==> src/logic/speckle_pkg.sv <==
package speckle_pkg;

    // Sensor geometry
    localparam int ROWS    = 24;
    localparam int COLS    = 24;
    localparam int NB_DATA = 12;                   // ADC sample width
    localparam int DEPTH   = ROWS * COLS;
    localparam int NB_DIV  = 24;                   // Serial clock divider width

    typedef logic [NB_DATA-1:0]       pixel_t;
    typedef logic [$clog2(ROWS)-1:0]  row_t;
    typedef logic [$clog2(COLS)-1:0]  col_t;
    typedef logic [$clog2(DEPTH)-1:0] addr_t;      // col * ROWS + row
    typedef logic [NB_DIV-1:0]        div_t;       // Half period in system cycles

    typedef enum logic {
        MODE_SCAN   = 1'b0,
        MODE_CONFIG = 1'b1
    } mode_e;

    typedef enum logic [2:0] {
        IDLE      = 3'd0,
        SCAN_TRIG = 3'd1,
        SCAN_WAIT = 3'd2,
        CFG_READ  = 3'd3,
        CFG_SEND  = 3'd4,
        CFG_KEY   = 3'd5,
        FINISH    = 3'd6
    } seq_state_e;

    typedef struct packed {
        logic   done;                              // Conversion finished strobe
        pixel_t value;
    } adc_rsp_t;

    // Pins of the single serial configuration chain
    typedef struct packed {
        logic sclk;
        logic sdata;
        logic key_wr;
    } chip_pins_t;

    typedef struct packed {
        logic valid;
        logic data;                                // Config bit for the chain
        logic key;                                 // Key write instead of a bit
    } shift_req_t;

endpackage

==> src/logic/chip_shifter.sv <==
module chip_shifter (
    input  logic                    clk,
    input  logic                    i_rst_n,
    input  speckle_pkg::div_t       i_clk_div,
    input  speckle_pkg::shift_req_t i_req,
    output logic                    o_ready,
    output speckle_pkg::chip_pins_t o_chip
);

    logic              active;                     // Bit or key pulse in progress
    logic              second_half;
    speckle_pkg::div_t phase_cnt;
    logic              half_done;

    assign o_ready   = !active;
    assign half_done = (phase_cnt == i_clk_div);

    always_ff @(posedge clk) begin
        if (!i_rst_n) begin
            active      <= 1'b0;
            second_half <= 1'b0;
            phase_cnt   <= '0;
            o_chip      <= '0;
        end else if (!active) begin
            if (i_req.valid) begin
                active      <= 1'b1;
                second_half <= 1'b0;
                phase_cnt   <= speckle_pkg::div_t'(1);
                if (i_req.key) begin
                    o_chip.key_wr <= 1'b1;         // Held for both half periods
                end else begin
                    o_chip.sdata <= i_req.data;    // Stable through the whole bit
                end
            end
        end else if (half_done) begin
            phase_cnt <= speckle_pkg::div_t'(1);
            if (!second_half) begin
                second_half <= 1'b1;
                o_chip.sclk <= !o_chip.key_wr;     // Key pulse keeps clock low
            end else begin
                // End of the request, ready again next cycle
                active        <= 1'b0;
                o_chip.sclk   <= 1'b0;
                o_chip.key_wr <= 1'b0;
            end
        end else begin
            phase_cnt <= phase_cnt + 1'b1;
        end
    end

    assert property (@(posedge clk) disable iff (!i_rst_n)
        !(o_chip.key_wr && o_chip.sclk));

endmodule

==> config.mk <==
export PLATFORM = sky130hd
export DESIGN_NAME = chip_shifter
export DESIGN_NICKNAME = d
export VERILOG_FILES = /design/src/logic/speckle_pkg.sv /design/src/logic/chip_shifter.sv
export SDC_FILE = /design/constraint.sdc
export NUM_CORES = 1
export LEC_CHECK = 0
export CORE_ASPECT_RATIO = 0.5
export CORE_UTILIZATION = 51
export CTS_CLUSTER_DIAMETER = 120
export CTS_CLUSTER_SIZE = 14
export DETAILED_ROUTE_END_ITERATION = 10
export DONT_BUFFER_PORTS = 1
export PLACE_DENSITY = 0.76
export SETUP_SLACK_MARGIN = 0.2
export SYNTH_ARGS = -nofsm -noshare
export SYNTH_HDL_FRONTEND = slang
export SYNTH_SLANG_ARGS = --single-unit
==> constraint.sdc <==
create_clock -name clk -period 2.56 [get_ports clk]
set_clock_uncertainty 0.2 [all_clocks]
set_input_delay 0.512 -clock clk [delete_from_list [all_inputs] [get_ports clk]]
set_output_delay 0.512 -clock clk [all_outputs]
set_load 0.005 [all_outputs]
# After elaboration in Yosys (flattened, before gate mapping)
# Index checks and enable logic that the tools add are counted.
[op_classes]
add_sub_neg = 1
mul = 0
n_div = 0
n_lt_le_gt_ge = 0
n_eq_ne = 3
shifts = 0
mux = 16
bitwise = 2
reduce_logical = 8
[op_table]
columns = ["operator", "n"]
rows = [
  ["24-bit two-way mux", 3],
  ["24-bit by 1-bit adder with 24-bit output (second input constant)", 1],
  ["24-bit equality test", 1],
  ["1-bit two-way mux", 13],
  ["2-bit by 1-bit != test with 1-bit output (second input constant)", 2],
  ["2-bit AND reduction", 2],
  ["4-bit AND reduction", 1],
  ["2-bit nonzero test", 2],
  ["3-bit AND reduction", 1],
  ["1-bit zero test", 2],
  ["1-bit NOT", 2],
]
[word_totals]
register_bits = 29
latchBits = 0
mem_bits_rw = 0
mem_bits_ro = 0
inputBits = 29
word_cells = 36
mem_count = 0

# Logic depth before layout (Yosys ltp)
[logic_depth]
ltp_word = 3
mapped_depth = 7
depth_no_buf = 6

# Worst setup path before layout
# No wires, ideal clock.
[synth_timing]
path_type = "in2reg"
start = "input port i_clk_div[16]"
end = "register phase_cnt[23]"
setup_ns = 0.115
arrival_ns = 1.750
path_slack_ns = 0.495
path_stages = 6
path_buffers = 1
cell_sequence = "xor2_1 nor4_2 nand4_4 o211ai_4 buf_8 nor2_2"
[synth_between]
elab_chain_cells = 3
[synth_lines]
columns = ["element", "line_no", "rtl"]
rows = [
  ["start: declaration", "chip_shifter.sv:4", "input speckle_pkg::div_t i_clk_div,"],
  ["24-bit equality test", "chip_shifter.sv:16", "assign half_done = (phase_cnt == i_clk_div);"],
  ["24-bit two-way mux", "chip_shifter.sv:35", "end else if (half_done) begin"],
  ["24-bit two-way mux", "chip_shifter.sv:24", "end else if (!active) begin"],
  ["end signal: assignment", "chip_shifter.sv:28", "phase_cnt <= speckle_pkg::div_t'(1);"],
  ["end signal: assignment", "chip_shifter.sv:36", "phase_cnt <= speckle_pkg::div_t'(1);"],
  ["end signal: assignment", "chip_shifter.sv:47", "phase_cnt <= phase_cnt + 1'b1;"],
  ["end: declaration", "chip_shifter.sv:12", "speckle_pkg::div_t phase_cnt;"],
]
# Every way passes these cells.
# A chain may end at the register's enable or synchronous reset.

# Worst setup path in the final report
[layout_timing]
start = "register phase_cnt[0]"
end = "register phase_cnt[22]"
[layout_between]
elab_chain_cells = 3
[layout_lines]
columns = ["element", "line_no"]
rows = [
  ["24-bit by 1-bit adder with 24-bit output or 24-bit equality test (tied branches)", "chip_shifter.sv:47, chip_shifter.sv:16"],
  ["24-bit two-way mux *", "chip_shifter.sv:35"],
  ["24-bit two-way mux *", "chip_shifter.sv:24"],
]
# Every way passes the cells marked *; elsewhere a longest branch is shown, timed or not.

==> impl_metrics.yaml <==
status:
  run_status: "finished, final reports clean"
power:
  clkPwrFrac_pct: 41.9
  pwr-share-seq_pct: 50.3
  p_per_area_nw_per_um2: 476
  power.leakage_nw: 0.685
  total_power_w: 0.000922
  p_int_w: 0.000696
  p_sw_w: 0.000225
  comb_power_share_pct: 7.8
  ir_drop_uv: 250
  swShare_pct: 24.4
critical_path:
  cp_data_required_time_ns: 2.52
  crit_chain: "ha_1, and3_1, nand4_1, o311a_1, o22ai_1, a21oi_1"
  cpPeakStageDelay_ns: 0.44
  end_kind: "register"
  cp_max_fo: 10
  slowest_stage: "dfxtp_2"
  criticalPathCategory: "reg2reg"
  path_buf_inv: 0
  cp_top_family: "compound AO/OA/AOI/OAI gates"
  worstPathArrival_ns: 2.10
  start_kind: "register"
logic_synthesis:
  synth_area_sq_um: 1800
  yosysSeqAreaShare_pct: 32.3
  synth_ff_type: "dfxtp_1"
  synth_edf_count: 0
  synth.distinct_cells: 40
  avgSynthCellArea_sq_um: 8.48
  synth_seq_cells: 29
  synth-async-reset-ratio_pct: 0
  ys.warnings.count: 0
  synth_nets: 242
  synthCells: 212
floorplanning:
  rows: 14
  start_util_pct: 56.7
  core_area_sq_um: 3170
  die_h_um: 44.0
  die_area_sq_um: 3780
  io_pins: 33
  die_x_um: 85.9
timing:
  fin_crit_ns: 2.13
  worst_pin_slew_ns: 0.617
  fmax_ghz: 0.469
  fin_tns_setup_ns: 0
  grt_setup_unrepaired: "false"
  maxSlewHeadroom_pct: 58.5
  finalHoldViolCount: 0
  drv_slew: 0
  setup_viol: 0
  period_share_pct: 83.2
drt:
  ant_nets: 0
  drt_iter0_drc: 126
  drc: 0
  vias_per_cell: 6.08
  wirelength_mm: 4.25
  avgRoutedWirePerCell_um: 16.2
  vias: 1594
  drt_first_pass_iters: 4
grt:
  gr-usage-met2_pct: 35.6
  grt_overflow: 0
  grtUsageMet3_pct: 7.43
  grt_usage_pct: 24.6
  grt_max_degree: 26
  grt_pass1_vias: 1381
  use_met1_pct: 34.3
  grt_pass1_wl_mm: 6.91
  antenna_found_initial: 0
  busiest_layer: "met2"
run:
  drv_cap: 0
min_path:
  min_path_type: "in2reg"
cells_and_area:
  fill_cells: 290
  final_common_cell: "xor2_1"
  drive_above_1_share_pct: 14.5
  layout_common_cells: "xor2_1 (29), dfxtp_1 (28), nand2_1 (19)"
  area_growth_pct: 7.73
  seq_area_sq_um: 582
  multi_input_area_sq_um: 1130
  nNetsFinal: 244
  antennaDiodeCount: 0
place:
  hpwlAfterDp_mm: 3.12
  portBuffers: 0
  gp_congestion: 0.870
clock_network:
  hold_buffers: 0
  clk_pin_slew_ns: 0.06
  clock_sinks: 29
  cts-buffers-inserted: 5
  cts_buffer_depth: 2
  clk_latency_ns: 0.29
  post_cts_buffers: 0
  htree_levels: 2
  clockRootBuffer: "clkbuf_8"
  cts_tree: "yes"
-- routing by layer --
metal	vias to the layer above	wire, um
met5	-	0
met4	0	74
met3	9	325
met2	58	1840
met1	752	2010
li1	775	-
-- Yosys cell counts, types with 2 or more instances --
cell       number  area share (%)
o21ai_0         9             2.5
nor3_1          3            0.84
nor2_2          9             3.1
dfxtp_1        29              32
nor4_2          4             2.8
nand4_1         7             2.4
or2_2           2            0.70
nor2_1         10             2.1
o22ai_1         3             1.0
clkbuf_1        5             1.0
nand2_1        19             4.0
xnor2_1         4             1.9
a21oi_1        12             3.3
xor2_1         29              14
o2111ai_1       4             1.9
nand3_1        10             2.8
buf_2           2            0.56
inv_1           7             1.5
o21a_1          2            0.84
and3_1          4             1.4
nand2b_1        2            0.70
nor4_1          6             2.1
a311oi_1        2            0.98
and4_1          7             3.4
o211ai_1        6             2.5
-- cell families (layout without fill, tap and decap cells) --
| family | Yosys count | in the layout | synth area share [%] |
|---|---|---|---|
| compound gates | 46 | 46 | 17.8 |
| flops | 29 | 29 | 32.3 |
| simple gates | 86 | 86 | 28.3 |
| fa+ha+maj | 1 | 1 | 0.696 |
| buf+inv | 17 | 19 | 4.74 |
| xor+xnor | 33 | 33 | 16.1 |
-- power groups by stage --
stage	clock [W]	combinational, W	sequential [W]
CTS	0.000389	0.0000720	0.000463
global placement	0	0.0000706	0.000473
global route	0.000416	0.0000770	0.000464
floorplan	0	0.0000613	0.000469
finish	0.000386	0.0000722	0.000464
detailed placement	0	0.0000715	0.000473
-- layout make-up --
cell class / instances / area share, %
inverter: 7 / 1.36
multi-input combinational: 166 / 58.4
clock buffer: 7 / 4.46
sequential: 29 / 30.1
tap: 48 / 3.10
timing repair buffer: 5 / 2.59
-- final timing paths --
check                                   from            end  slack [ns]  cells past startpoint
worst max-delay path            phase_cnt[0]  phase_cnt[22]        0.43                      6
worst min-delay path                 i_rst_n      o_chip[2]        0.14                      1
worst min register to register     o_chip[1]      o_chip[1]        0.31                      2
worst max register to register  phase_cnt[0]  phase_cnt[22]        0.43                      6
-- flip-flops by register name, indices dropped and copies added, names as in the netlist --
name	count
phase_cnt	24
o_chip	3
active	1
second_half	1
-- per-stage QoR --
stage	std cells	setup slack [ns]	hold WS (ns)	util [%]	cell area [sq um]
finish	262	0.430	0.140	61.0	1940
global route	262	0.294	0.136	61.0	1940
CTS	262	0.345	0.142	61.0	1930
detailed placement	255	0.316	0.302	58.3	1850
global placement	255	0.358	0.286	58.3	1850
floorplan	212	0.495	0.270	-	1800
-- what timing repair did --
item | CTS | global route
endpoints found under the setup margin | 0 | 1
gates resized for setup | 0 | 1
hold endpoints to repair | 0 | 0
-- worst reg2reg max path, cell delays in order (launching register included) --
cell and delay, ns:
dfxtp_2 0.44, ha_1 0.30, and3_1 0.18, nand4_1 0.27, o311a_1 0.42, o22ai_1 0.13
a21oi_1 0.08
No activity file was read; power rests on OpenSTA's default activity.
