## config.mk

```make
export PLATFORM = sky130hd
export DESIGN_NAME = mode_sequencer
export DESIGN_NICKNAME = d
export VERILOG_FILES = /design/src/logic/speckle_pkg.sv /design/src/logic/mode_sequencer.sv
export SDC_FILE = /design/constraint.sdc
export NUM_CORES = 1
export LEC_CHECK = 0
export BUFFER_PORTS_ARGS = -buffer_cell sky130_fd_sc_hd__buf_2
export CORE_UTILIZATION = 42
export CTS_BUF_LIST = sky130_fd_sc_hd__clkbuf_8
export CTS_CLUSTER_SIZE = 12
export DETAILED_ROUTE_END_ITERATION = 10
export PLACE_DENSITY = 0.92
export SETUP_SLACK_MARGIN = 0.1
export SYNTH_ARGS = -nofsm -noshare
export SYNTH_HDL_FRONTEND = slang
export SYNTH_SLANG_ARGS = --single-unit
```

## constraint.sdc

```tcl
create_clock -name clk -period 5 [get_ports clk]
set_clock_uncertainty 0.1 [all_clocks]
set_input_delay 1 -clock clk [delete_from_list [all_inputs] [get_ports clk]]
set_output_delay 1 -clock clk [all_outputs]
set_load 0.01 [all_outputs]
```

## src/logic/speckle_pkg.sv

```systemverilog
package speckle_pkg;

    // Sensor geometry
    localparam int ROWS    = 24;
    localparam int COLS    = 24;
    localparam int NB_DATA = 12;                   // ADC sample width
    localparam int DEPTH   = ROWS * COLS;
    localparam int NB_DIV  = 24;                   // Serial clock divider width

    typedef logic [NB_DATA-1:0]       pixel_t;
    typedef logic [$clog2(ROWS)-1:0]  row_t;
    typedef logic [$clog2(COLS)-1:0]  col_t;
    typedef logic [$clog2(DEPTH)-1:0] addr_t;      // col * ROWS + row
    typedef logic [NB_DIV-1:0]        div_t;       // Half period in system cycles

    typedef enum logic {
        MODE_SCAN   = 1'b0,
        MODE_CONFIG = 1'b1
    } mode_e;

    typedef enum logic [2:0] {
        IDLE      = 3'd0,
        SCAN_TRIG = 3'd1,
        SCAN_WAIT = 3'd2,
        CFG_READ  = 3'd3,
        CFG_SEND  = 3'd4,
        CFG_KEY   = 3'd5,
        FINISH    = 3'd6
    } seq_state_e;

    typedef struct packed {
        logic   done;                              // Conversion finished strobe
        pixel_t value;
    } adc_rsp_t;

    // Pins of the single serial configuration chain
    typedef struct packed {
        logic sclk;
        logic sdata;
        logic key_wr;
    } chip_pins_t;

    typedef struct packed {
        logic valid;
        logic data;                                // Config bit for the chain
        logic key;                                 // Key write instead of a bit
    } shift_req_t;

endpackage

```

## src/logic/mode_sequencer.sv

```systemverilog
module mode_sequencer (
    input  logic                    clk,
    input  logic                    i_rst_n,
    input  logic                    i_start,
    input  speckle_pkg::mode_e      i_mode,
    input  speckle_pkg::pixel_t     i_threshold,
    input  speckle_pkg::adc_rsp_t   i_adc,
    input  logic                    i_last,
    input  speckle_pkg::pixel_t     i_ram_rdata,
    input  logic                    i_shift_ready,
    output logic                    o_adc_trigger,
    output logic                    o_cnt_clear,
    output logic                    o_cnt_step,
    output logic                    o_ram_we,
    output speckle_pkg::pixel_t     o_ram_wdata,
    output speckle_pkg::shift_req_t o_shift,
    output logic                    o_busy,
    output logic                    o_done
);

    speckle_pkg::seq_state_e state;
    speckle_pkg::seq_state_e state_next;
    logic                    key_sent;             // Key request already taken
    logic                    shift_take;

    assign shift_take  = o_shift.valid && i_shift_ready;
    assign o_busy      = (state != speckle_pkg::IDLE);
    assign o_ram_wdata = i_adc.value;              // Sample goes straight to the RAM

    always_comb begin
        state_next  = state;
        o_cnt_clear = 1'b0;
        o_cnt_step  = 1'b0;
        o_ram_we    = 1'b0;
        o_shift     = '0;
        case (state)
            speckle_pkg::IDLE: begin
                if (i_start) begin
                    o_cnt_clear = 1'b1;            // Every run starts at pixel 0
                    if (i_mode == speckle_pkg::MODE_SCAN) begin
                        state_next = speckle_pkg::SCAN_TRIG;
                    end else begin
                        state_next = speckle_pkg::CFG_READ;
                    end
                end
            end
            speckle_pkg::SCAN_TRIG: begin
                state_next = speckle_pkg::SCAN_WAIT;
            end
            speckle_pkg::SCAN_WAIT: begin
                // Hold here as long as the converter is busy
                if (i_adc.done) begin
                    o_ram_we   = 1'b1;
                    o_cnt_step = 1'b1;
                    if (i_last) begin
                        state_next = speckle_pkg::FINISH;
                    end else begin
                        state_next = speckle_pkg::SCAN_TRIG;
                    end
                end
            end
            speckle_pkg::CFG_READ: begin
                state_next = speckle_pkg::CFG_SEND; // RAM output valid next cycle
            end
            speckle_pkg::CFG_SEND: begin
                o_shift.valid = 1'b1;
                o_shift.data  = (i_ram_rdata > i_threshold);
                if (i_shift_ready) begin
                    o_cnt_step = 1'b1;
                    if (i_last) begin
                        state_next = speckle_pkg::CFG_KEY;
                    end else begin
                        state_next = speckle_pkg::CFG_READ;
                    end
                end
            end
            speckle_pkg::CFG_KEY: begin
                o_shift.valid = !key_sent;
                o_shift.key   = 1'b1;
                // Shifter idle again means the key pulse is over
                if (key_sent && i_shift_ready) begin
                    state_next = speckle_pkg::FINISH;
                end
            end
            speckle_pkg::FINISH: begin
                state_next = speckle_pkg::IDLE;
            end
            default: begin
                state_next = speckle_pkg::IDLE;
            end
        endcase
    end

    always_ff @(posedge clk) begin
        if (!i_rst_n) begin
            state         <= speckle_pkg::IDLE;
            o_adc_trigger <= 1'b0;
            o_done        <= 1'b0;
            key_sent      <= 1'b0;
        end else begin
            state         <= state_next;
            o_adc_trigger <= (state_next == speckle_pkg::SCAN_TRIG); // Pulse on entry
            o_done        <= (state == speckle_pkg::FINISH);        // Falls with o_busy
            if (state != speckle_pkg::CFG_KEY) begin
                key_sent <= 1'b0;
            end else if (shift_take) begin
                key_sent <= 1'b1;
            end
        end
    end

    // Trigger is a single-cycle pulse issued only from SCAN_TRIG
    assert property (@(posedge clk) disable iff (!i_rst_n)
        o_adc_trigger |-> ((state == speckle_pkg::SCAN_TRIG) ##1 !o_adc_trigger));

    // Pending request must not change under back-pressure
    assert property (@(posedge clk) disable iff (!i_rst_n)
        (o_shift.valid && !i_shift_ready) |=> $stable(o_shift));

endmodule

```

Yosys cells after proc, flatten, opt, wreduce, memory -nomap -nowiden
Index checks and enable logic that the tools add are counted.

storage, ports and cells
  register bits = 6
  bits in latches = 0
  bits in writable memories = 0
  memory bits (read-only) = 0
  bits of input ports = 43
  output and inout port bits = 21
  logic and storage cells = 37
  memories kept = 0

operators by class
  $add $sub $neg = 0
  multiply operators = 0
  divide/modulo/power cells = 0
  magnitude comparators = 1
  eq/ne operators = 8
  shift operators = 0
  mux-type cells = 17
  bitwise operators = 1
  reductions and logical operators = 6

operator list
  cell                  count
  $mux W3               6
  $pmux W3 S6           1
  $gt A12 B12 Y1        1
  $eq A3 B3 Y1 const B  3
  $mux W1               7
  $eq A3 B1 Y1 const B  2
  $eq A3 B2 Y1 const B  2
  $pmux W1 S2           2
  $logic_not A3 Y1      1
  $ne A3 B3 Y1 const B  1
  $reduce_bool A3 Y1    1
  $logic_and A1 B1 Y1   2
  $mux W2               1
  $reduce_or A2 Y1      1
  $logic_not A1 Y1      1
  $not A1 Y1            1

Depth between registers and ports, before layout
  depth after elaboration = 4
  gate-level depth with buffers = 6
  mapped depth without buffers = 6

Worst setup path before layout
Ideal clock, no wire load.

  path kind = in2out
  start point = in i_threshold[5]
  end point = out o_shift[1] (netlist bit)
  data arrival time = 2.041 ns
  required time = 3.900 ns
  slack = 1.859 ns
  stages = 6
  buffers on the path = 0
  cell sequence = inv_1 -> ha_1 -> a21o_1 -> nand3_1 -> a21oi_1 -> o41a_1

RTL lines
  item                line                  text
  start: declaration  mode_sequencer.sv:6   input speckle_pkg::pixel_t i_threshold,
  end: declaration    mode_sequencer.sv:16  output speckle_pkg::shift_req_t o_shift,

==> metrics.md <==
| Metric | Value |
|---|---|
| Status | `complete, but fails checks` |
| Static Leak | `between 0.5 and 0.6 nW` |
| Fin crit period | `approximately 3400 ps` |
| Via count | `between 700 and 800` |
| Filler Cells Inserted | `between 150 and 200` |
| Placed inst area | `about 860 µm²` |
| Routed wire length | `between 1.5 and 2 mm` |
| Synthesized cell area | `748 µm²` |
| Psw | `0.0716 mW` |
| F_max | `0.298 GHz` |
| Root Driver | `clkbuf_8` |
| Post-Synth XOR/XNOR Area | `0` |
| Number of diodes | `0` |
| Slew headroom | `0.721` |
| Initial antenna violation count | `0` |
| Non-Filler Instances | `140` |
| H-Tree Depth | `1` |
| Post-route antenna net violation count | `0` |
| Post-synth net total | `151` |
| Number of buffers created by CTS | `3` |
| Clk_lat worst skew | `about 230 ps` |
| Main combinational cell family by area after synthesis | `simple AND/OR/NAND/NOR gates` |
| Synthesis-to-finish area growth | `20.6%` |
| Sequential Power Share | `0.293` |
| Num rows | `14` |
| Syn avg cell area | `approximately 7.8 µm²` |
| DIE AREA | `1950 µm²` |
| Die Ht | `roughly 44 µm` |
| Final setup fails | `0` |
| PwrDens | `~240 nW/µm²` |
| Hold Vio Cnt, Final | `0` |
| Synth Area in Adders | `0.201` |
| Failing checks | `design-rule violations` |
| Post-CTS Resized | `0` |
| Number of synthesized register bits | `6` |
| RSZ-0062 raised after global routing | `no` |
| Initial DRC count | `22` |
| Largest net degree at the start of global routing | `15` |
| Postcts setup bufs | `0` |
| Comb pwr share | `0.363` |
| CTS sink count | `6` |
| Sw Ratio | `0.327` |
| Number of global-route vias before repair | `678` |
| Port-buffer cells | `39` |
| Worst hold path class | `flip-flop to flip-flop` |
| Inst Count DP | `137` |
| Max clock buf depth | `2` |
| Vias per inst | `roughly 5.4` |
| Max cap viols | `0` |
| Syn Inst Count | `96` |
| Ys Warns | `0` |
| Yosys cell types | `33` |
| Core area | `roughly 1600 µm²` |
| TritonCTS clock tree | `built` |
| Crit path DAT | `roughly 2300 ps` |
| Worst vdd ir | `a little over 0.0002 V` |
| Routability congestion estimate | `roughly 0.75` |
| Post-synthesis compound-gate area fraction | `0.184` |
| I/O pins | `64` |
| Simple-Gate Fraction of Synth Area | `0.216` |
| Drt first pass iters | `7` |
| Req. time, crit path | `just under 4000 ps` |
| Setup TNS | `0 ps` |
| # DRC | `8` |
| Int Pwr | `about 0.15 mW` |
| Post-synthesis mux area share | `0.0268` |
| Hold buffer count at cts | `0` |
| Critical path endpoint category | `output port` |
| CP max FO | `2` |
| Global-route wire length before repair | `about 2.6 mm` |
| Commonest cells after routing, fill and taps aside | `39 x buf_2, 14 x inv_1, 12 x ha_1` |
| Crit path kind | `primary input to output port` |
| Nets | `about 180` |
| Final Max Slew Viols | `0` |
| Routed length per instance | `11.9 µm` |
| Chip width | `44.2 µm` |
| Worst Setup Start Kind | `primary input` |
| Clock transition at the registers of the reported paths | `~40 ps` |
| Grt ovf | `0` |
| Tightest Pin Transition | `roughly 420 ps` |
| Clock share of power | `0.344` |
| Seq/Total Area, Yosys | `0.161` |
| Overall routing resource usage | `0.179` |
| Period utilization | `0.670` |
| DPL Wire Length | `between 1 and 1.5 mm` |
| Layout cells sized above 1 | `0.355` |
| Most common cell after layout, fill and taps aside | `buf_2` |
| Final Instance Area | `approximately 900 µm²` |
| Initial Util | `0.475` |
## cells by family after synthesis
| family | count (synthesis) |
|---|---|
| compound gates | 19 |
| fa+ha+maj | 12 |
| buf+inv | 29 |
| flops | 6 |
| mux | 2 |
| simple gates | 28 |
## layer usage
| metal | wire length [µm] | GRT usage | up-vias |
|---|---|---|---|
| li1 | - | - | 380 |
| met1 | 612 | 0.190 | 323 |
| met2 | 838 | 0.321 | 44 |
| met3 | 178 | 0.0286 | 4 |
| met4 | 36 | 0.121 | 0 |
| met5 | 0 | 0 | - |
## final timing paths
kind         slack [ps]  cells past startpoint                  start                       end
max                1650                      8         i_threshold[5]                o_shift[1]
min                 470                      1  key_sent$_SDFFE_PP0P_     key_sent$_SDFFE_PP0P_
max reg2reg        3550                      3    state[0]$_SDFF_PN0_  o_adc_trigger$_SDFF_PN0_
min reg2reg         470                      1  key_sent$_SDFFE_PP0P_     key_sent$_SDFFE_PP0P_
## registers in the layout, summed over array words and instances (netlist names)
| register | cells |
|---|---|
| o_done | 1 |
| o_adc_trigger | 1 |
| key_sent | 1 |
| state | 3 |
## cell type report
| cell class | instances | area, µm² | share of cell area |
|---|---|---|---|
| clock buffer | 3 | 41.3 | 0.0458 |
| inverter | 15 | 56.3 | 0.0624 |
| multi-input combinational | 61 | 469 | 0.520 |
| sequential | 6 | 120 | 0.133 |
| tap | 16 | 20.0 | 0.0222 |
| timing repair buffer | 39 | 195 | 0.216 |
## stage by stage
step	hold WS [ps]	total power, mW	worst slack, ps	utilization
finish	465	0.219	1650	0.572
global route	483	0.235	1580	0.572
CTS	464	0.221	1640	0.572
detailed placement	454	0.145	1650	0.546
global placement	431	0.141	1670	0.546
floorplan	393	0.125	1860	-
## worst max-delay path, stage by stage
cell     delay (ps)
buf_2            70
inv_1            30
ha_1            300
a21o_1          180
nand3_1          70
a21oi_1          60
o41a_1          390
buf_2           140
## power groups by stage
stage	clock network (mW)	registers [mW]	logic, mW
finish	0.0752	0.0642	0.0793
global route	0.0801	0.0657	0.0894
floorplan	0	0.0585	0.0669
CTS	0.0761	0.0641	0.0805
global placement	0	0.0645	0.0765
detailed placement	0	0.0647	0.0801
## cells in the mapped netlist (all sizes together)
| cell | instances | share of area |
|---|---|---|
| o22a | 1 | 0.012 |
| o41a | 1 | 0.015 |
| and3 | 2 | 0.017 |
| o32ai | 1 | 0.012 |
| nor4b | 1 | 0.020 |
| a21o | 1 | 0.010 |
| o211a | 1 | 0.013 |
| nand4 | 3 | 0.025 |
| a211oi | 1 | 0.010 |
| a21oi | 6 | 0.040 |
| o21ai | 1 | 0.0067 |
| buf | 14 | 0.14 |
| a211o | 1 | 0.012 |
| nor3 | 4 | 0.027 |
| mux2i | 2 | 0.027 |
| nand3 | 2 | 0.013 |
| nand2b | 1 | 0.0084 |
| o31ai | 1 | 0.010 |
| a22oi | 1 | 0.010 |
| o211ai | 1 | 0.010 |
| and2b | 2 | 0.020 |
| nor2 | 3 | 0.015 |
| a21boi | 1 | 0.010 |
| inv | 15 | 0.075 |
| a32o | 1 | 0.013 |
| and2 | 2 | 0.017 |
| or3 | 1 | 0.0084 |
| nor2b | 3 | 0.025 |
| nand2 | 4 | 0.020 |
| dfxtp | 6 | 0.16 |
| ha | 12 | 0.20 |
(Power assumes the default switching activity.)
