File: src/logic/speckle_pkg.sv
package speckle_pkg;

    // Sensor geometry
    localparam int ROWS    = 24;
    localparam int COLS    = 24;
    localparam int NB_DATA = 12;                   // ADC sample width
    localparam int DEPTH   = ROWS * COLS;
    localparam int NB_DIV  = 24;                   // Serial clock divider width

    typedef logic [NB_DATA-1:0]       pixel_t;
    typedef logic [$clog2(ROWS)-1:0]  row_t;
    typedef logic [$clog2(COLS)-1:0]  col_t;
    typedef logic [$clog2(DEPTH)-1:0] addr_t;      // col * ROWS + row
    typedef logic [NB_DIV-1:0]        div_t;       // Half period in system cycles

    typedef enum logic {
        MODE_SCAN   = 1'b0,
        MODE_CONFIG = 1'b1
    } mode_e;

    typedef enum logic [2:0] {
        IDLE      = 3'd0,
        SCAN_TRIG = 3'd1,
        SCAN_WAIT = 3'd2,
        CFG_READ  = 3'd3,
        CFG_SEND  = 3'd4,
        CFG_KEY   = 3'd5,
        FINISH    = 3'd6
    } seq_state_e;

    typedef struct packed {
        logic   done;                              // Conversion finished strobe
        pixel_t value;
    } adc_rsp_t;

    // Pins of the single serial configuration chain
    typedef struct packed {
        logic sclk;
        logic sdata;
        logic key_wr;
    } chip_pins_t;

    typedef struct packed {
        logic valid;
        logic data;                                // Config bit for the chain
        logic key;                                 // Key write instead of a bit
    } shift_req_t;

endpackage

File: src/logic/pixel_counter.sv
module pixel_counter (
    input  logic               clk,
    input  logic               i_rst_n,
    input  logic               i_clear,
    input  logic               i_step,
    output speckle_pkg::addr_t o_addr,
    output logic               o_last
);

    speckle_pkg::row_t row;
    speckle_pkg::col_t col;
    logic              row_wrap;

    assign row_wrap = (row == speckle_pkg::row_t'(speckle_pkg::ROWS - 1));
    assign o_last   = row_wrap && (col == speckle_pkg::col_t'(speckle_pkg::COLS - 1));

    // Column-major linear address
    assign o_addr = speckle_pkg::addr_t'(col) * speckle_pkg::addr_t'(speckle_pkg::ROWS)
                  + speckle_pkg::addr_t'(row);

    always_ff @(posedge clk) begin
        if (!i_rst_n || i_clear) begin
            row <= '0;
            col <= '0;
        end else if (i_step) begin
            if (row_wrap) begin
                row <= '0;
                // Carry into the column, wrap after the final pixel
                if (o_last) begin
                    col <= '0;
                end else begin
                    col <= col + 1'b1;
                end
            end else begin
                row <= row + 1'b1;
            end
        end
    end

    assert property (@(posedge clk) disable iff (!i_rst_n)
        o_addr < speckle_pkg::DEPTH);

endmodule

File: config.mk
export PLATFORM = sky130hd
export DESIGN_NAME = pixel_counter
export DESIGN_NICKNAME = d
export VERILOG_FILES = /design/src/logic/speckle_pkg.sv /design/src/logic/pixel_counter.sv
export SDC_FILE = /design/constraint.sdc
export NUM_CORES = 1
export LEC_CHECK = 0
export ABC_AREA = 1
export BUFFER_PORTS_ARGS = -buffer_cell sky130_fd_sc_hd__buf_2
export CORE_UTILIZATION = 30
export DETAILED_ROUTE_END_ITERATION = 6
export SLEW_MARGIN = 20
export SYNTH_ARGS = -nofsm -noshare
export SYNTH_HDL_FRONTEND = slang
export SYNTH_SLANG_ARGS = --single-unit
File: constraint.sdc
create_clock -name clk -period 2.2 [get_ports clk]
set_clock_uncertainty 0.15 [all_clocks]
set_input_delay 0.33 -clock clk [delete_from_list [all_inputs] [get_ports clk]]
set_output_delay 0.33 -clock clk [all_outputs]
set_load 0.01 [all_outputs]
# Yosys cells after proc, flatten, opt, wreduce, memory -nomap -nowiden
# Index checks and enable logic that the tools add are counted.
# classes
n_addsub	3
mul	1
n_eq_ne	2
mux	2
n_reduce_logical	4
# ops
op	count
$add 10x5->10	1
$add 5x1->5 const B	2
$eq 5x5->1 const B	2
$mux 5	2
$mul 5x2->7 const B	1
$reduce_and 2->1	1
$logic_and 1x1->1	1
$logic_not 1->1	1
$logic_or 1x1->1	1
# totals
ff_bits	10
inputBits	4
out_inout_bits	11
wordCells	14

# Longest topological paths before layout
# Gate-level depths: netlist of the first run.
# logic_depth
ltp_word	3
depth_mapped	10
mapped_depth_nobuf	10

# Least setup slack after synthesis of the first run
# No wires, ideal clock.
# synth_path
path_kind	register to output
startpoint	register col[0]
endpoint	output port o_addr[9]
t_arrival_ns	1.719
setup_slack_ns	0.001
path_stages_with_launch	8
cell_sequence	dfxtp_1 > ha_1 > fa_1 > xnor2_1 > nand3_1 > nor2_1 > nand3_1 > nand2_1
# synth_via
elab_chain_len	2
# synth_lines
item	line	text
from (decl)	pixel_counter.sv:11	speckle_pkg::col_t col;
from (signal assigned)	pixel_counter.sv:32	col <= col + 1'b1;
$mul 5x2->7	pixel_counter.sv:18	assign o_addr = speckle_pkg::addr_t'(col) * speckle_pkg::addr_t'(speckle_pkg::ROWS)
$add 10x5->10	pixel_counter.sv:19	+ speckle_pkg::addr_t'(row);
to (decl)	pixel_counter.sv:6	output speckle_pkg::addr_t o_addr,
# Every way passes these cells.

# Worst setup path after layout of the first run
# layout_path
startpoint	register col[1]
endpoint	output port o_addr[8]
# Same word-level chain as after synthesis.

==> reports/metrics.yaml, run 1 <==
min-delay-start: "i_clear"
period_share_pct: 109
crit_arrival_ns: 1.92
hold_ws_ns: 0.192
clkSlewWorstSetupHoldPaths_ns: 0.07
numCtsBuffers: 3
area_delta_synth_final_pct: 36.8
grt-ovfl-total: 0
r2r_cells: 8
slew_viol_final: 0
place_area_um2: 996
dr.first_iter.drc_count: 17
pre_cts_slack_ns: -0.0222
coreArea_um2: 2570
syn_avg_cell_area_um2: 7.09
crit_type: "register to output port"
regToRegEndpoint: "col[4]"
ys_ff_latch: 10
dp_hpwl_um: 1420
yosysWarnings: 0
via_per_inst: 4.76
drive_gt1_share_pct: 34.5
clockBufferDepth: 2
numPortBuffers: 14
synthesis.nets: 137
crit_required_ns: 1.72
period_needed_ns: 2.40
wl_per_cell_um: 10.6
power_density_nw_per_um2: 322
layoutNonFillerInstCount: 178
insertion_delay_ns: 0.28
antenna_found_initial: 0
hold_violations: 0
leakage_nw: 0.653
cp_max_fo: 4
drt_first_pass_iters: 4
dpl.cell_count: 169
r2r_slack_ns: 0.57
max-slew-margin-rel_pct: 83.5
die_h_um: 55.3
layout_setup_ws_ns: -0.196
hp-class: "input pin to register"
end_kind: "output port"
synth_cells: 120
syn_area_um2: 851
antenna_cells: 0
setup_viol: 5
initial_core_util_pct: 33.1
p_total_uw: 375
multiInputGateArea_um2: 644
num_rows: 18
ys_seq_area_share_pct: 23.5
failed_checks: "negative setup slack"
final_area_um2: 1160
final_core_util_pct: 45.3
rsz0062_at_grt: "true"
drc: 0
ys_types: 19
ant_nets: 0
crit_path_start_kind: "register"
tightest_slew_ns: 0.246
die_w_um: 55.3
grt_pass1_vias: 740
dr_total_vias: 847
crit_chain: "ha_4, fa_2, nand2_1, nand2_2, nand2_2, nor2_2, nand3_1, nand2_1, buf_2"
cts.htree.levels: 1
fmax_mhz: 417
root_buffer: "clkbuf_4"
tns_ns: -0.731
yosysTopAreaCell: "dfxtp_1"
maxCapViolCount: 0
design.die.area_um2: 3050
final_cell_mix: "20 x nand2_1, 16 x inv_1, 14 x nor2_1, 14 x buf_2, 11 x nand3_1"
synthTopCellsByArea: "dfxtp_1 24%, ha_1 16%, nand2_1 9.7%"
num-fill-cells: 267
timing.rr.start: "col[1]"
layout_commonest_cell: "nand2_1"
hold_path_depth: 4
cts_tree: "done"
synthDominantCellAreaShare_pct: 23.5
routed_wl_um: 1890
num_io_pins: 15
hold_end: "col[1]"
grt_max_degree: 8
slowest_delay_ns: 0.56
cts_num_sinks: 10
grt_first_pass_wirelength_um: 2990
crit_slowest_cell: "fa_2"
status: "complete, but fails checks"
final_nets: 166
place_congestion: 0.831
gr-usage-all-layers_pct: 12.1
regArea_um2: 206
ir_worst_vdd_mv: 0.178
holdBufCountCts: 0
kinds of logic after synthesis:
family,after synthesis,synth area share (%)
and+or+nand+nor,59,31.9
buffers and inverters,19,9.71
AOI/OAI and AO/OA,15,9.85
adders and majority gates,13,20.9
DFF,10,23.5
xor gates and xnor gates,4,4.12
cells in the mapped netlist:
master and number:
a21oi_1 8, buf_4 3, dfxtp_1 10, fa_1 2, ha_1 11, inv_1 16, nand2_1 22, nand2_4 1
nand3_1 14, nand4_1 2, nand4_2 1, nor2_1 15, nor2_4 1, nor3_1 3, o211a_1 1, o21ai_0 5
o21ai_2 1, xnor2_1 1, xor2_1 3
critical path: cells and delay by family, from the launching register on:
| family | cells | cell delay (ns) |
|---|---|---|
| DFF | 1 | 0.36 |
| buffers and inverters | 1 | 0.12 |
| and+or+nand+nor | 6 | 0.42 |
| adders and majority gates | 2 | 0.72 |
repair_timing:
action                     4_1_cts  5_1_grt
buffers inserted                 3        2
setup endpoints to repair        6        5
resized for setup               13        9
pin swaps                        9        7
routing by layer:
metal	track usage, %	vias to the layer above	part of all wire (%)
met1	14.0	387	47
li1	-	447	-
met3	3.75	4	3.4
met2	21.5	9	49
met5	0	-	0
met4	3.21	0	1.3
how the worst max path moves through the flow:
stage          slack (ns)  startpoint        end  cells past startpoint
2_1_floorplan      0.0008      col[0]  o_addr[9]                      7
3_3_place_gp       -0.009      col[0]  o_addr[9]                      8
3_5_place_dp        -0.02      col[0]  o_addr[9]                      9
4_1_cts             -0.21      col[1]  o_addr[8]                      9
5_1_grt             -0.33      col[1]  o_addr[8]                      9
6_report            -0.20      col[1]  o_addr[8]                      9
power breakdown:
| part | total, mW | leakage [nW] | switching, mW | internal, mW |
|---|---|---|---|---|
| logic | 0.0174 | 0.550 | 0.0109 | 0.00647 |
| registers | 0.183 | 0.0826 | 0.00185 | 0.181 |
| clock network | 0.174 | 0.0210 | 0.0733 | 0.101 |
registers in the layout (all words and copies together), names as in the netlist:
register / flops
row: 5
col: 5
final cells by class:
class / instances / area share, %
multi-input combinational: 91 / 55.4
clock buffer: 4 / 3.12
inverter: 16 / 5.16
tap: 30 / 3.23
timing repair buffer: 27 / 15.4
sequential: 10 / 17.7
(Power assumes the default switching activity.)
==> inputs of run 2 (changes only) <==
--- a/config.mk
+++ b/config.mk
@@ -7,6 +7,7 @@
 export LEC_CHECK = 0
 export ABC_AREA = 1
 export BUFFER_PORTS_ARGS = -buffer_cell sky130_fd_sc_hd__buf_2
+export CORE_MARGIN = 4
 export CORE_UTILIZATION = 30
 export DETAILED_ROUTE_END_ITERATION = 6
 export SLEW_MARGIN = 20
==> run 2 against run 1 <==
Power is 13% lower. Non-clock buffer count grew 2. Via count is 0.83% lower. Core utilization shrank 0.65 points. The run still ends with negative setup slack left. Critical endpoint unchanged. Critical path depth is the same.
==> reports/metrics.yaml, run 2 (same netlist as run 1, synthesis figures left out) <==
max-slew-margin-rel_pct: 83.7
crit_type: "register to output port"
place_congestion: 0.786
crit_required_ns: 1.72
numCtsBuffers: 3
final_nets: 168
hp-class: "input pin to register"
insertion_delay_ns: 0.26
layoutNonFillerInstCount: 180
routed_wl_um: 2040
dp_hpwl_um: 1600
power_density_nw_per_um2: 266
failed_checks: "negative setup slack"
cts_num_sinks: 10
period_needed_ns: 2.46
clkSlewWorstSetupHoldPaths_ns: 0.06
period_share_pct: 112
cp_max_fo: 4
grt-ovfl-total: 0
final_cell_mix: "19 x nand2_1, 14 x inv_1, 14 x nor2_1, 14 x buf_2, 10 x nand3_1"
slew_viol_final: 0
slowest_delay_ns: 0.59
antenna_found_initial: 0
rsz0062_at_grt: "true"
via_per_inst: 4.67
p_clk_share_pct: 38.3
initial_core_util_pct: 31.1
wl_per_cell_um: 11.4
drive_gt1_share_pct: 38.9
crit_path_frequent_cell: "nand2_2"
ir_worst_vdd_mv: 0.173
num_io_pins: 15
gr-usage-all-layers_pct: 13.1
layout_commonest_cell: "nand2_1"
worst-path-buf-inv: 1
status: "complete, but fails checks"
grt_first_pass_wirelength_um: 3660
cts.htree.levels: 1
cts_tree: "done"
numPortBuffers: 14
dr.first_iter.drc_count: 18
crit_family: "adder cells"
tightest_slew_ns: 0.244
die_h_um: 61.3
grt_pass1_vias: 875
crit_path_start_kind: "register"
layout_setup_ws_ns: -0.259
holdBufCountCts: 0
hold_violations: 0
drc: 0
area_delta_synth_final_pct: 43.5
p_seq_share_pct: 56.3
dpl.cell_count: 171
grt_max_degree: 8
setup_viol: 5
root_buffer: "clkbuf_4"
maxCapViolCount: 0
fmax_mhz: 407
tns_ns: -0.914
die_w_um: 61.3
largestRegisters: "col (5), row (5)"
antenna_cells: 0
drt_first_pass_iters: 4
coreArea_um2: 2730
dr_total_vias: 840
design.die.area_um2: 3750
end_kind: "output port"
leakage_nw: 0.657
crit_arrival_ns: 1.98
crit_chain: "ha_4, fa_2, nand3_2, nand2_2, nand2_2, nor2_1, nand3_1, nand2_1, buf_2"
p_sw_share_pct: 22.8
p_sw_uw: 74.3
combPwrFrac_pct: 5.4
p_int_uw: 251
clockBufferDepth: 2
num_rows: 19
ant_nets: 0
crit_slowest_cell: "fa_2"
[run 2: per-layer routing]
metal | vias to the layer above | GRT usage (%) | wire [um]
met1 | 377 | 14.3 | 850
li1 | 451 | - | -
met5 | - | 0 | 0
met2 | 10 | 24.0 | 1100
met4 | 0 | 6.19 | 28
met3 | 2 | 2.52 | 65
[run 2: power groups by stage]
stage	sequential, mW	combinational [mW]	clock, mW
2_1_floorplan	0.188	0.0123	0
3_3_place_gp	0.188	0.0173	0
3_5_place_dp	0.189	0.0177	0
4_1_cts	0.184	0.0178	0.129
5_1_grt	0.183	0.0206	0.135
6_report	0.183	0.0176	0.125
[run 2: cell type report]
| cell class | count | area [um^2] |
|---|---|---|
| clock buffer | 3 | 22.5 |
| multi-input combinational | 91 | 688 |
| timing repair buffer | 29 | 205 |
| tap | 31 | 38.8 |
| fill | 278 | 1510 |
| inverter | 16 | 60.1 |
| sequential | 10 | 206 |
[run 2: path summary, 6_finish.rpt]
path	startpoint	end	slack [ns]	cells past startpoint
setup / recovery	col[1]	o_addr[8]	-0.26	9
hold / removal	i_clear	col[1]	0.21	4
setup reg to reg	row[1]	col[4]	0.67	6
hold reg to reg	row[0]	row[0]	0.38	2
[run 2: per-stage QoR]
stage               power, mW  instance area (um^2)  setup WS (ns)  hold WS, ns  utilization, %
floorplan               0.201                   851       0.000753        0.316               -
global placement        0.206                  1000        -0.0192        0.350            36.8
detailed placement      0.206                  1000        -0.0891        0.351            36.8
CTS                     0.331                  1160         -0.255        0.215            42.3
global route            0.339                  1220         -0.349        0.247            44.7
finish                  0.325                  1220         -0.259        0.212            44.7
[run 2: repair_timing]
item / in CTS / in global routing
resized for setup: 20 / 13
pin swaps: 7 / 5
buffers inserted: 6 / 0
endpoints found under the setup margin: 5 / 5
[run 2: worst min-delay path, cell delays in order]
cell,delay [ns]
buf_2,0.08
nor2_1,0.06
o21ai_0,0.07
nor2_1,0.04
